===== config.mk =====
export PLATFORM = sky130hd
export DESIGN_NAME = br_unit_top
export DESIGN_NICKNAME = d
export VERILOG_FILES = /design/src/common/rv_pkg.sv /design/src/common/bru_pkg.sv /design/src/verilog/br_decode.sv /design/src/bru/bru_exec.sv /design/src/verilog/redirect_ctrl.sv /design/src/verilog/br_unit_top.sv
export SDC_FILE = /design/constraint.sdc
export NUM_CORES = 1
export LEC_CHECK = 0
export BUFFER_PORTS_ARGS = -buffer_cell sky130_fd_sc_hd__buf_2
export CORE_MARGIN = 1
export CORE_UTILIZATION = 55
export CTS_CLUSTER_SIZE = 16
export DETAILED_ROUTE_END_ITERATION = 16
export PLACE_DENSITY = 0.75
export SYNTH_ARGS = -nofsm -noshare
export SYNTH_HDL_FRONTEND = slang
export SYNTH_SLANG_ARGS = --single-unit

===== constraint.sdc =====
create_clock -name i_clk -period 8.2 [get_ports i_clk]
set_clock_uncertainty 0.2 [all_clocks]
set_input_delay 0.82 -clock i_clk [delete_from_list [all_inputs] [get_ports i_clk]]
set_output_delay 0.82 -clock i_clk [all_outputs]
set_load 0.005 [all_outputs]

===== src/common/rv_pkg.sv =====
// rv isa package, opcodes, branch function codes and instruction length
`default_nettype none

package rv_pkg;

  // ~~~~~~~~~~~~~~~~~~~~~~~~~~~~~~~~~~~~~~~~
  // major opcodes
  typedef enum logic [6:0] {
    OP_BRANCH = 7'b1100011,
    OP_JAL    = 7'b1101111,
    OP_JALR   = 7'b1100111,
    OP_SYSTEM = 7'b1110011,
    // other group, never redirects
    OP_LOAD   = 7'b0000011,
    OP_STORE  = 7'b0100011,
    OP_OPIMM  = 7'b0010011,
    OP_OP     = 7'b0110011,
    OP_LUI    = 7'b0110111,
    OP_AUIPC  = 7'b0010111
  } opcode_e;

  // ~~~~~~~~~~~~~~~~~~~~~~~~~~~~~~~~~~~~~~~~
  // branch function code
  typedef enum logic [2:0] {
    BR_JAL  = 3'b000, // unconditional
    BR_JALR = 3'b001, // unconditional
    BR_BEQ  = 3'b010,
    BR_BNE  = 3'b011,
    BR_BLT  = 3'b100, // signed
    BR_BGE  = 3'b101, // signed
    BR_BLTU = 3'b110, // unsigned
    BR_BGEU = 3'b111  // unsigned
  } brfunc_e;

  localparam int unsigned ILEN_BYTES  = 4;
  localparam logic [31:0] INSTR_ECALL = 32'h0000_0073;
  localparam logic [31:0] INSTR_MRET  = 32'h3020_0073;

  // reserved funct3 (010, 011) comes back as BR_JAL, never a legal branch
  function automatic brfunc_e funct3_to_brfunc(input logic [2:0] funct3);
    case (funct3)
      3'b000:  return BR_BEQ;
      3'b001:  return BR_BNE;
      3'b100:  return BR_BLT;
      3'b101:  return BR_BGE;
      3'b110:  return BR_BLTU;
      3'b111:  return BR_BGEU;
      default: return BR_JAL;
    endcase
  endfunction

endpackage

`default_nettype wire


===== src/common/bru_pkg.sv =====
// branch unit pipeline payloads passed between decode, execute and redirect
`default_nettype none

package bru_pkg;

  // widest configuration, stages use only the low XLEN / PC_WD bits
  localparam int unsigned MAX_XLEN = 64;
  localparam int unsigned MAX_PC   = 64;
  localparam int unsigned REG_AW   = 5;

  // ~~~~~~~~~~~~~~~~~~~~~~~~~~~~~~~~~~~~~~~~
  // decode -> execute
  typedef struct packed {
    logic                  valid;
    logic                  bren;    // branch or jump
    rv_pkg::brfunc_e       brfunc;
    logic                  ep_sel;  // ecall / mret
    logic                  link;    // jal / jalr write rd
    logic [REG_AW-1:0]     rd;
    logic [MAX_PC-1:0]     pc;
    logic [MAX_XLEN-1:0]   rs1data;
    logic [MAX_XLEN-1:0]   rs2data;
    logic [MAX_XLEN-1:0]   imm;     // sign extended
    logic [MAX_PC-1:0]     epnpc;
  } dec_pkt_t;

  // ~~~~~~~~~~~~~~~~~~~~~~~~~~~~~~~~~~~~~~~~
  // execute -> redirect
  typedef struct packed {
    logic                  valid;
    logic                  taken;
    logic [MAX_PC-1:0]     target;
    logic                  link;
    logic [REG_AW-1:0]     rd;
    logic [MAX_XLEN-1:0]   link_data; // pc + 4
  } exe_pkt_t;

endpackage

`default_nettype wire


===== src/verilog/br_decode.sv =====
// branch decode stage, extracts branch controls and immediate and registers them
`timescale 1ns/1ps
`default_nettype none

module br_decode #(
  parameter int unsigned XLEN  = 64,
  parameter int unsigned PC_WD = 64
) (
  input  wire logic             i_clk,
  input  wire logic             i_arst_n,
  input  wire logic             i_valid,
  input  wire logic [31:0]      i_instr,
  input  wire logic [PC_WD-1:0] i_pc,
  input  wire logic [XLEN-1:0]  i_rs1data,
  input  wire logic [XLEN-1:0]  i_rs2data,
  input  wire logic [PC_WD-1:0] i_epnpc,
  input  wire logic             i_flush,
  output bru_pkg::dec_pkt_t     o_pkt
);

  import rv_pkg::*;
  import bru_pkg::*;

  opcode_e           opcode;
  logic [2:0]        funct3;
  brfunc_e           cond_func;
  logic [MAX_XLEN-1:0] imm_b;
  logic [MAX_XLEN-1:0] imm_j;
  logic [MAX_XLEN-1:0] imm_i;
  dec_pkt_t          pkt_d;
  dec_pkt_t          pkt_q;
  logic              valid_q;

  assign opcode    = opcode_e'(i_instr[6:0]);
  assign funct3    = i_instr[14:12];
  assign cond_func = funct3_to_brfunc(funct3);

  // ~~~~~~~~~~~~~~~~~~~~~~~~~~~~~~~~~~~~~~~~
  // immediates
  assign imm_b = {{(MAX_XLEN-12){i_instr[31]}}, i_instr[7], i_instr[30:25],
                  i_instr[11:8], 1'b0};
  assign imm_j = {{(MAX_XLEN-20){i_instr[31]}}, i_instr[19:12], i_instr[20],
                  i_instr[30:21], 1'b0};
  assign imm_i = {{(MAX_XLEN-11){i_instr[31]}}, i_instr[30:20]};

  always_comb begin
    pkt_d         = '0;
    pkt_d.valid   = i_valid;
    pkt_d.brfunc  = BR_BEQ;
    pkt_d.rd      = i_instr[11:7];
    pkt_d.pc      = MAX_PC'(i_pc);
    pkt_d.rs1data = MAX_XLEN'(i_rs1data);
    pkt_d.rs2data = MAX_XLEN'(i_rs2data);
    pkt_d.epnpc   = MAX_PC'(i_epnpc);
    case (opcode)
      OP_BRANCH: begin
        pkt_d.bren   = (cond_func != BR_JAL); // reserved funct3 stays a non-branch
        pkt_d.brfunc = cond_func;
        pkt_d.imm    = imm_b;
      end
      OP_JAL: begin
        pkt_d.bren   = 1'b1;
        pkt_d.brfunc = BR_JAL;
        pkt_d.link   = 1'b1;
        pkt_d.imm    = imm_j;
      end
      OP_JALR: begin
        pkt_d.bren   = 1'b1;
        pkt_d.brfunc = BR_JALR;
        pkt_d.link   = 1'b1;
        pkt_d.imm    = imm_i;
      end
      OP_SYSTEM: begin
        pkt_d.ep_sel = (i_instr == INSTR_ECALL) || (i_instr == INSTR_MRET);
      end
      default: begin
        pkt_d.bren   = 1'b0; // other opcodes pass through
      end
    endcase
  end

  // ~~~~~~~~~~~~~~~~~~~~~~~~~~~~~~~~~~~~~~~~
  // stage register
  always_ff @(posedge i_clk or negedge i_arst_n) begin
    if (!i_arst_n) begin
      valid_q <= 1'b0;
    end else begin
      valid_q <= i_valid & ~i_flush; // younger slot killed by a taken branch
    end
  end

  always_ff @(posedge i_clk) begin
    if (i_valid) begin
      pkt_q <= pkt_d;
    end
  end

  always_comb begin
    o_pkt       = pkt_q;
    o_pkt.valid = valid_q;
  end

  // a captured branch is marked bren exactly when its funct3 is a legal compare
  a_brfunc_legal : assert property (@(posedge i_clk) disable iff (!i_arst_n)
    (i_valid && !i_flush && opcode == OP_BRANCH) |=>
      (o_pkt.bren == ($past(funct3) inside {3'b000, 3'b001, 3'b100, 3'b101,
                                            3'b110, 3'b111})));

endmodule

`default_nettype wire


===== src/bru/bru_exec.sv =====
// branch execute stage, resolves compare, taken and target and registers the result
`timescale 1ns/1ps
`default_nettype none

module bru_exec #(
  parameter int unsigned XLEN  = 64,
  parameter int unsigned PC_WD = 64
) (
  input  wire logic          i_clk,
  input  wire logic          i_arst_n,
  input  bru_pkg::dec_pkt_t  i_pkt,
  input  wire logic          i_flush,
  output bru_pkg::exe_pkt_t  o_pkt
);

  import rv_pkg::*;
  import bru_pkg::*;

  logic [XLEN-1:0]  rs1;
  logic [XLEN-1:0]  rs2;
  logic [XLEN-1:0]  sub_res;
  logic             cout;
  logic             overflow;
  logic             zero;
  logic             signed_less;
  logic             unsigned_less;
  logic             less;
  logic             cond_hit;
  logic             taken;
  logic             is_jalr;
  logic [PC_WD-1:0] pc;
  logic [PC_WD-1:0] imm;
  logic [PC_WD-1:0] jalr_sum;
  logic [PC_WD-1:0] target;
  exe_pkt_t         pkt_d;
  exe_pkt_t         pkt_q;
  logic             valid_q;

  assign rs1 = i_pkt.rs1data[XLEN-1:0];
  assign rs2 = i_pkt.rs2data[XLEN-1:0];
  assign pc  = i_pkt.pc[PC_WD-1:0];
  assign imm = i_pkt.imm[PC_WD-1:0];

  // ~~~~~~~~~~~~~~~~~~~~~~~~~~~~~~~~~~~~~~~~
  // compare through one subtract
  assign {cout, sub_res} = {1'b0, rs1} + {1'b0, ~rs2} + (XLEN+1)'(1);

  assign overflow      = (rs1[XLEN-1] != rs2[XLEN-1]) && (sub_res[XLEN-1] != rs1[XLEN-1]);
  assign signed_less   = sub_res[XLEN-1] ^ overflow;
  assign unsigned_less = ~cout;                // no carry out means a borrow
  assign zero          = ~(|sub_res);
  assign less          = i_pkt.brfunc[1] ? unsigned_less : signed_less;

  always_comb begin
    case (i_pkt.brfunc)
      BR_JAL, BR_JALR: cond_hit = 1'b1;
      BR_BEQ:          cond_hit = zero;
      BR_BNE:          cond_hit = ~zero;
      BR_BLT, BR_BLTU: cond_hit = less;
      BR_BGE, BR_BGEU: cond_hit = ~less;
      default:         cond_hit = 1'b0;
    endcase
  end

  assign taken   = (i_pkt.bren & cond_hit) | i_pkt.ep_sel;
  assign is_jalr = i_pkt.bren && (i_pkt.brfunc == BR_JALR);

  // ~~~~~~~~~~~~~~~~~~~~~~~~~~~~~~~~~~~~~~~~
  // target
  assign jalr_sum = i_pkt.rs1data[PC_WD-1:0] + imm;

  always_comb begin
    if (i_pkt.ep_sel) begin
      target = i_pkt.epnpc[PC_WD-1:0];
    end else if (is_jalr) begin
      target = {jalr_sum[PC_WD-1:1], 1'b0};
    end else if (taken) begin
      target = pc + imm;
    end else begin
      target = pc + PC_WD'(ILEN_BYTES);
    end
  end

  always_comb begin
    pkt_d           = '0;
    pkt_d.valid     = i_pkt.valid;
    pkt_d.taken     = taken;
    pkt_d.target    = MAX_PC'(target);
    pkt_d.link      = i_pkt.link;
    pkt_d.rd        = i_pkt.rd;
    pkt_d.link_data = MAX_XLEN'(pc + PC_WD'(ILEN_BYTES));
  end

  // ~~~~~~~~~~~~~~~~~~~~~~~~~~~~~~~~~~~~~~~~
  // stage register
  always_ff @(posedge i_clk or negedge i_arst_n) begin
    if (!i_arst_n) begin
      valid_q <= 1'b0;
    end else begin
      valid_q <= i_pkt.valid & ~i_flush;
    end
  end

  always_ff @(posedge i_clk) begin
    if (i_pkt.valid) begin
      pkt_q <= pkt_d;
    end
  end

  always_comb begin
    o_pkt       = pkt_q;
    o_pkt.valid = valid_q;
  end

  // trap/return and unconditional jumps always resolve taken a cycle later
  a_uncond_taken : assert property (@(posedge i_clk) disable iff (!i_arst_n)
    (i_pkt.valid && !i_flush && (i_pkt.ep_sel || (i_pkt.bren && i_pkt.link))) |=>
      (o_pkt.valid && o_pkt.taken));

endmodule

`default_nettype wire


===== src/verilog/redirect_ctrl.sv =====
// redirect stage, issues redirect pulse, link write, misalign flag and flush
`timescale 1ns/1ps
`default_nettype none

module redirect_ctrl #(
  parameter int unsigned XLEN  = 64,
  parameter int unsigned PC_WD = 64
) (
  input  wire logic             i_clk,
  input  wire logic             i_arst_n,
  input  bru_pkg::exe_pkt_t     i_pkt,
  output logic                  o_flush,
  output logic                  o_res_valid,
  output logic                  o_redirect,
  output logic [PC_WD-1:0]      o_redirect_pc,
  output logic                  o_misalign,
  output logic [PC_WD-1:0]      o_bad_target,
  output logic                  o_rd_we,
  output logic [4:0]            o_rd_addr,
  output logic [XLEN-1:0]       o_rd_data
);

  logic [PC_WD-1:0] target;
  logic             misal;
  logic             take;
  logic             res_valid_q;
  logic             redirect_q;
  logic             misalign_q;
  logic             rd_we_q;
  logic [PC_WD-1:0] target_q;
  logic [4:0]       rd_addr_q;
  logic [XLEN-1:0]  rd_data_q;

  assign target = i_pkt.target[PC_WD-1:0];
  assign misal  = |target[1:0];
  assign take   = i_pkt.valid & i_pkt.taken;

  // kills the two younger instructions in decode and execute
  assign o_flush = take;

  // ~~~~~~~~~~~~~~~~~~~~~~~~~~~~~~~~~~~~~~~~
  // result strobes
  always_ff @(posedge i_clk or negedge i_arst_n) begin
    if (!i_arst_n) begin
      res_valid_q <= 1'b0;
      redirect_q  <= 1'b0;
      misalign_q  <= 1'b0;
      rd_we_q     <= 1'b0;
    end else begin
      res_valid_q <= i_pkt.valid;
      redirect_q  <= take & ~misal;
      misalign_q  <= take & misal;  // exception instead of redirect
      rd_we_q     <= i_pkt.valid & i_pkt.link & (|i_pkt.rd);
    end
  end

  always_ff @(posedge i_clk) begin
    if (i_pkt.valid) begin
      target_q  <= target;
      rd_addr_q <= i_pkt.rd;
      rd_data_q <= i_pkt.link_data[XLEN-1:0]; // pc + 4
    end
  end

  assign o_res_valid   = res_valid_q;
  assign o_redirect    = redirect_q;
  assign o_misalign    = misalign_q;
  assign o_redirect_pc = target_q;
  assign o_bad_target  = target_q;
  assign o_rd_we       = rd_we_q;
  assign o_rd_addr     = rd_addr_q;
  assign o_rd_data     = rd_data_q;

  a_redir_xor_misal : assert property (@(posedge i_clk) disable iff (!i_arst_n)
    !(o_redirect && o_misalign));

  // the two younger slots reach this stage already dropped
  a_flush_kills : assert property (@(posedge i_clk) disable iff (!i_arst_n)
    ($past(o_flush) || $past(o_flush, 2)) |-> !i_pkt.valid);

endmodule

`default_nettype wire


===== src/verilog/br_unit_top.sv =====
// branch unit top, chains decode, execute and redirect stages
`timescale 1ns/1ps
`default_nettype none

module br_unit_top #(
  parameter int unsigned XLEN  = 64,
  parameter int unsigned PC_WD = 64
) (
  input  wire logic             i_clk,
  input  wire logic             i_arst_n,
  input  wire logic             i_valid,
  input  wire logic [31:0]      i_instr,
  input  wire logic [PC_WD-1:0] i_pc,
  input  wire logic [XLEN-1:0]  i_rs1data,
  input  wire logic [XLEN-1:0]  i_rs2data,
  input  wire logic [PC_WD-1:0] i_epnpc,
  output logic                  o_res_valid,
  output logic                  o_redirect,
  output logic [PC_WD-1:0]      o_redirect_pc,
  output logic                  o_misalign,
  output logic [PC_WD-1:0]      o_bad_target,
  output logic                  o_rd_we,
  output logic [4:0]            o_rd_addr,
  output logic [XLEN-1:0]       o_rd_data
);

  import bru_pkg::*;

  dec_pkt_t dec_pkt;
  exe_pkt_t exe_pkt;
  logic     flush;

  br_decode #(.XLEN(XLEN), .PC_WD(PC_WD)) u_decode (
    .i_clk     (i_clk),
    .i_arst_n  (i_arst_n),
    .i_valid   (i_valid),
    .i_instr   (i_instr),
    .i_pc      (i_pc),
    .i_rs1data (i_rs1data),
    .i_rs2data (i_rs2data),
    .i_epnpc   (i_epnpc),
    .i_flush   (flush),
    .o_pkt     (dec_pkt)
  );

  bru_exec #(.XLEN(XLEN), .PC_WD(PC_WD)) u_exec (
    .i_clk     (i_clk),
    .i_arst_n  (i_arst_n),
    .i_pkt     (dec_pkt),
    .i_flush   (flush),
    .o_pkt     (exe_pkt)
  );

  redirect_ctrl #(.XLEN(XLEN), .PC_WD(PC_WD)) u_redirect (
    .i_clk         (i_clk),
    .i_arst_n      (i_arst_n),
    .i_pkt         (exe_pkt),
    .o_flush       (flush),
    .o_res_valid   (o_res_valid),
    .o_redirect    (o_redirect),
    .o_redirect_pc (o_redirect_pc),
    .o_misalign    (o_misalign),
    .o_bad_target  (o_bad_target),
    .o_rd_we       (o_rd_we),
    .o_rd_addr     (o_rd_addr),
    .o_rd_data     (o_rd_data)
  );

endmodule

`default_nettype wire


==> impl_metrics.csv <==
group,metric,value,unit
layout,syn2layout_area_growth,14.0,%
drt,routed_wl,119000,um
grt,grt_usage,36.1,%
layout,fillers,5011,
place,gp_congestion,1.02,
floorplan,die_w,254,um
worst_setup_path,critPathKind,"reg2reg",
layout,ff_latch_area,16900,um2
yosys,synth_warnings,0,
worst_setup_path,critPathLaunchType,"flop",
cts,clkTransAtPathRegs,70,ps
yosys,synth_area,34800,um2
yosys,yosysSeqAreaShare,48.4,%
drt,vias,29787,
cts,cts_tree,"built",
yosys,synthCells,3323,
sta,post-route-min-period,7820,ps
yosys,async_flop_share,1.07,%
drt,vias_per_cell,6.47,
power,p_leak,15.8,nW
cts,htreeDepth,2,
floorplan,start_util,56.1,%
yosys,syn_avg_cell_area,10.5,um2
yosys,synth-main-ff-cell,"edfxtp_1",
sta,report.final.slew_viol_count,0,
hold_path,hold_class,"in2reg",
drt,drtPass1Iterations,8,
power,p_per_area,220,nW/um2
place,post-place-ws,440,ps
worst_setup_path,crit_slowest_cell,"or4_1",
grt,grt_overflow,0,
worst_setup_path,worstPathRequired,8380,ps
cts,cts_root_buf,"clkbuf_16",
layout,design_area,39700,um2
sta,rsz0062_at_grt,"false",
sta,worst_slew_pin_slew,1020,ps
place,place_area,37600,um2
floorplan,dieArea,64300,um2
worst_setup_path,cp_data_arrival_time,8000,ps
grt,grt_pass1_vias,27182,
place,dp_hpwl,93000,um
run,maxCapViolCount,0,
yosys,syn_nets,3811,
sta,fin_setup_tns,0,ps
power,worst_ir_drop_vdd,0.000184,V
floorplan,die_h,254,um
drt,wl_per_cell,25.8,um
outcome,outcome,"finished clean",
cts,cts_buffers,58,
sta,fin_ws,378,ps
yosys,synth-seq-cells,562,
sta,setup_viol_count_final,0,
drt,postRouteAntennaNets,0,
drt,drc,0,
yosys,yosysUniqueCellTypes,105,
floorplan,core-area,62100,um2
yosys,synth_edf_count,556,
sta,hold_viol_final,0,
drt,drt_iter0_markers,3610,
grt,grt_pass1_wl,171000,um
worst_setup_path,end_kind,"flop",
sta,max-slew-margin-rel,30.0,%
layout,final_core_util,63.9,%
floorplan,core.rowCount,91,
sta,fin_crit_sh,95.4,%
place,io_buffers,491,
layout,layout-drive-gt1-share,18.7,%
power,finalPower,8.72,mW
worst_setup_path,cp_max_fo,18,
floorplan,boundaryPins,492,
layout,multiInputGateArea,16400,um2
cts,clock_latency,660,ps
worst_setup_path,crit_path_frequent_cell,"a21oi_1",
grt,grt_max_degree,156,
sta,fmax,128,MHz
worst_setup_path,slowest_delay,560,ps
grt,antenna_found_initial,4,
cts,clock_path_buffers,3,
cts,cts_sinks,562,
layout,layout.nets,4208,
-- worst max-delay path, delay by kind of cell (launching register included) --
kind / cells / cell delay (ps)
simple gates: 11 / 3220
compound gates: 11 / 1930
fa+ha+maj: 2 / 1030
flops: 1 / 410
buf+inv: 2 / 390
mux: 1 / 350
-- sequential cells by signal, indices dropped and copies added (netlist names) --
signal	count
u_redirect.o_res_valid	1
u_redirect.o_rd_we	1
u_redirect.o_redirect	1
u_redirect.o_rd_data	64
u_decode.valid_q	1
u_exec.valid_q	1
u_decode.o_pkt	288
u_redirect.o_bad_target	64
u_exec.o_pkt	135
u_redirect.o_misalign	1
u_redirect.o_rd_addr	5
-- cell usage after synthesis (49+ instances only) --
cell	number	share of area [%]
mux2i_1	49	1.4
nor2_1	198	2.1
nand4_1	79	1.4
o21ai_0	150	2.2
xnor2_1	124	3.1
a21oi_1	279	4.0
inv_1	143	1.5
ha_1	193	6.9
nand2_1	254	2.7
o22ai_1	49	0.88
nand3_1	111	1.6
xor2_1	67	1.7
edfxtp_1	556	48
and3_1	52	0.93
nor3_1	77	1.1
clkbuf_1	93	1.0
buf_4	68	1.5
a21o_1	113	2.4
-- cell families after synthesis --
logic type / after synthesis / synth area share, %
compound gates: 979 / 18.8
xor+xnor: 191 / 4.81
fa+ha+maj: 197 / 7.17
buf+inv: 344 / 4.67
flops: 562 / 48.4
mux: 58 / 1.72
simple gates: 992 / 14.4
-- final cells by class --
cell class	instances	share of cell area, %
clock buffer	66	3.79
antenna	4	0.0252
clock inverter	40	1.20
tap	837	2.64
timing repair buffer	537	7.26
sequential	562	42.5
inverter	144	1.36
multi-input combinational	2417	41.2
-- repair_timing --
item,in CTS,in global routing
gates resized for setup,0,3
hold endpoints to repair,6,0
hold buffers,1,0
endpoints found under the setup margin,0,13
buffers inserted,0,1
-- metrics by stage --
step / instances / hold WS [ps]
2_1_floorplan: 3323 / 200
3_3_place_gp: 4495 / 201
3_5_place_dp: 4495 / 205
4_1_cts: 4602 / 113
5_1_grt: 4606 / 131
6_report: 4607 / 139
-- path summary, 6_finish.rpt --
| check | to | slack, ps | start | cells past startpoint |
|---|---|---|---|---|
| max in group asynchronous | u_decode.valid_q$_DFF_PN0_ | 7310 | i_arst_n | 2 |
| setup reg to reg | u_exec.o_pkt[86]$_DFFE_PP_ | 380 | u_decode.o_pkt[207]$_DFFE_PP_ | 27 |
| setup / recovery | u_exec.o_pkt[86]$_DFFE_PP_ | 380 | u_decode.o_pkt[207]$_DFFE_PP_ | 27 |
| min in group asynchronous | u_redirect.o_rd_we$_DFF_PN0_ | 330 | i_arst_n | 2 |
| hold reg to reg | u_redirect.o_bad_target[23]$_DFFE_PP_ | 220 | u_exec.o_pkt[93]$_DFFE_PP_ | 0 |
| hold / removal | u_decode.o_pkt[6]$_DFFE_PP_ | 140 | i_epnpc[6] | 1 |
-- metal layers --
layer / vias to the layer above / GRT usage, % / wire (um)
met5: - / 0 / 0
li1: 13462 / - / -
met1: 14298 / 51.6 / 49400
met2: 1778 / 55.7 / 52600
met3: 249 / 5.55 / 12000
met4: 0 / 12.9 / 4760
-- power breakdown --
group | leakage [nW] | internal (mW) | switching (mW)
Sequential | 5.44 | 3.46 | 0.181
Combinational | 9.45 | 0.833 | 1.49
Clock | 0.957 | 1.60 | 1.16
Total | 15.8 | 5.89 | 2.83
-- placed cells by master (no fill, tap or decap), types with 26 or more instances in the layout --
cell type and n:
a21o_1 113, and3_1 52, xnor2_1 124, mux2i_1 49, nor4_1 29, ha_1 192, buf_4 40, xor2_1 67
nor2b_1 32, o21a_1 35, inv_1 143, clkbuf_16 59, buf_2 490, o21ai_0 149, edfxtp_1 556, nand3_1 111
nor3_1 77, nand2_1 254, o22ai_1 49, o211ai_1 28, a21oi_1 279, a211oi_1 30, o21bai_1 31, nor2_1 197
nand2b_1 26, nand4_1 79, a31oi_1 35
Note: power is estimated with default switching activity, not from simulation.
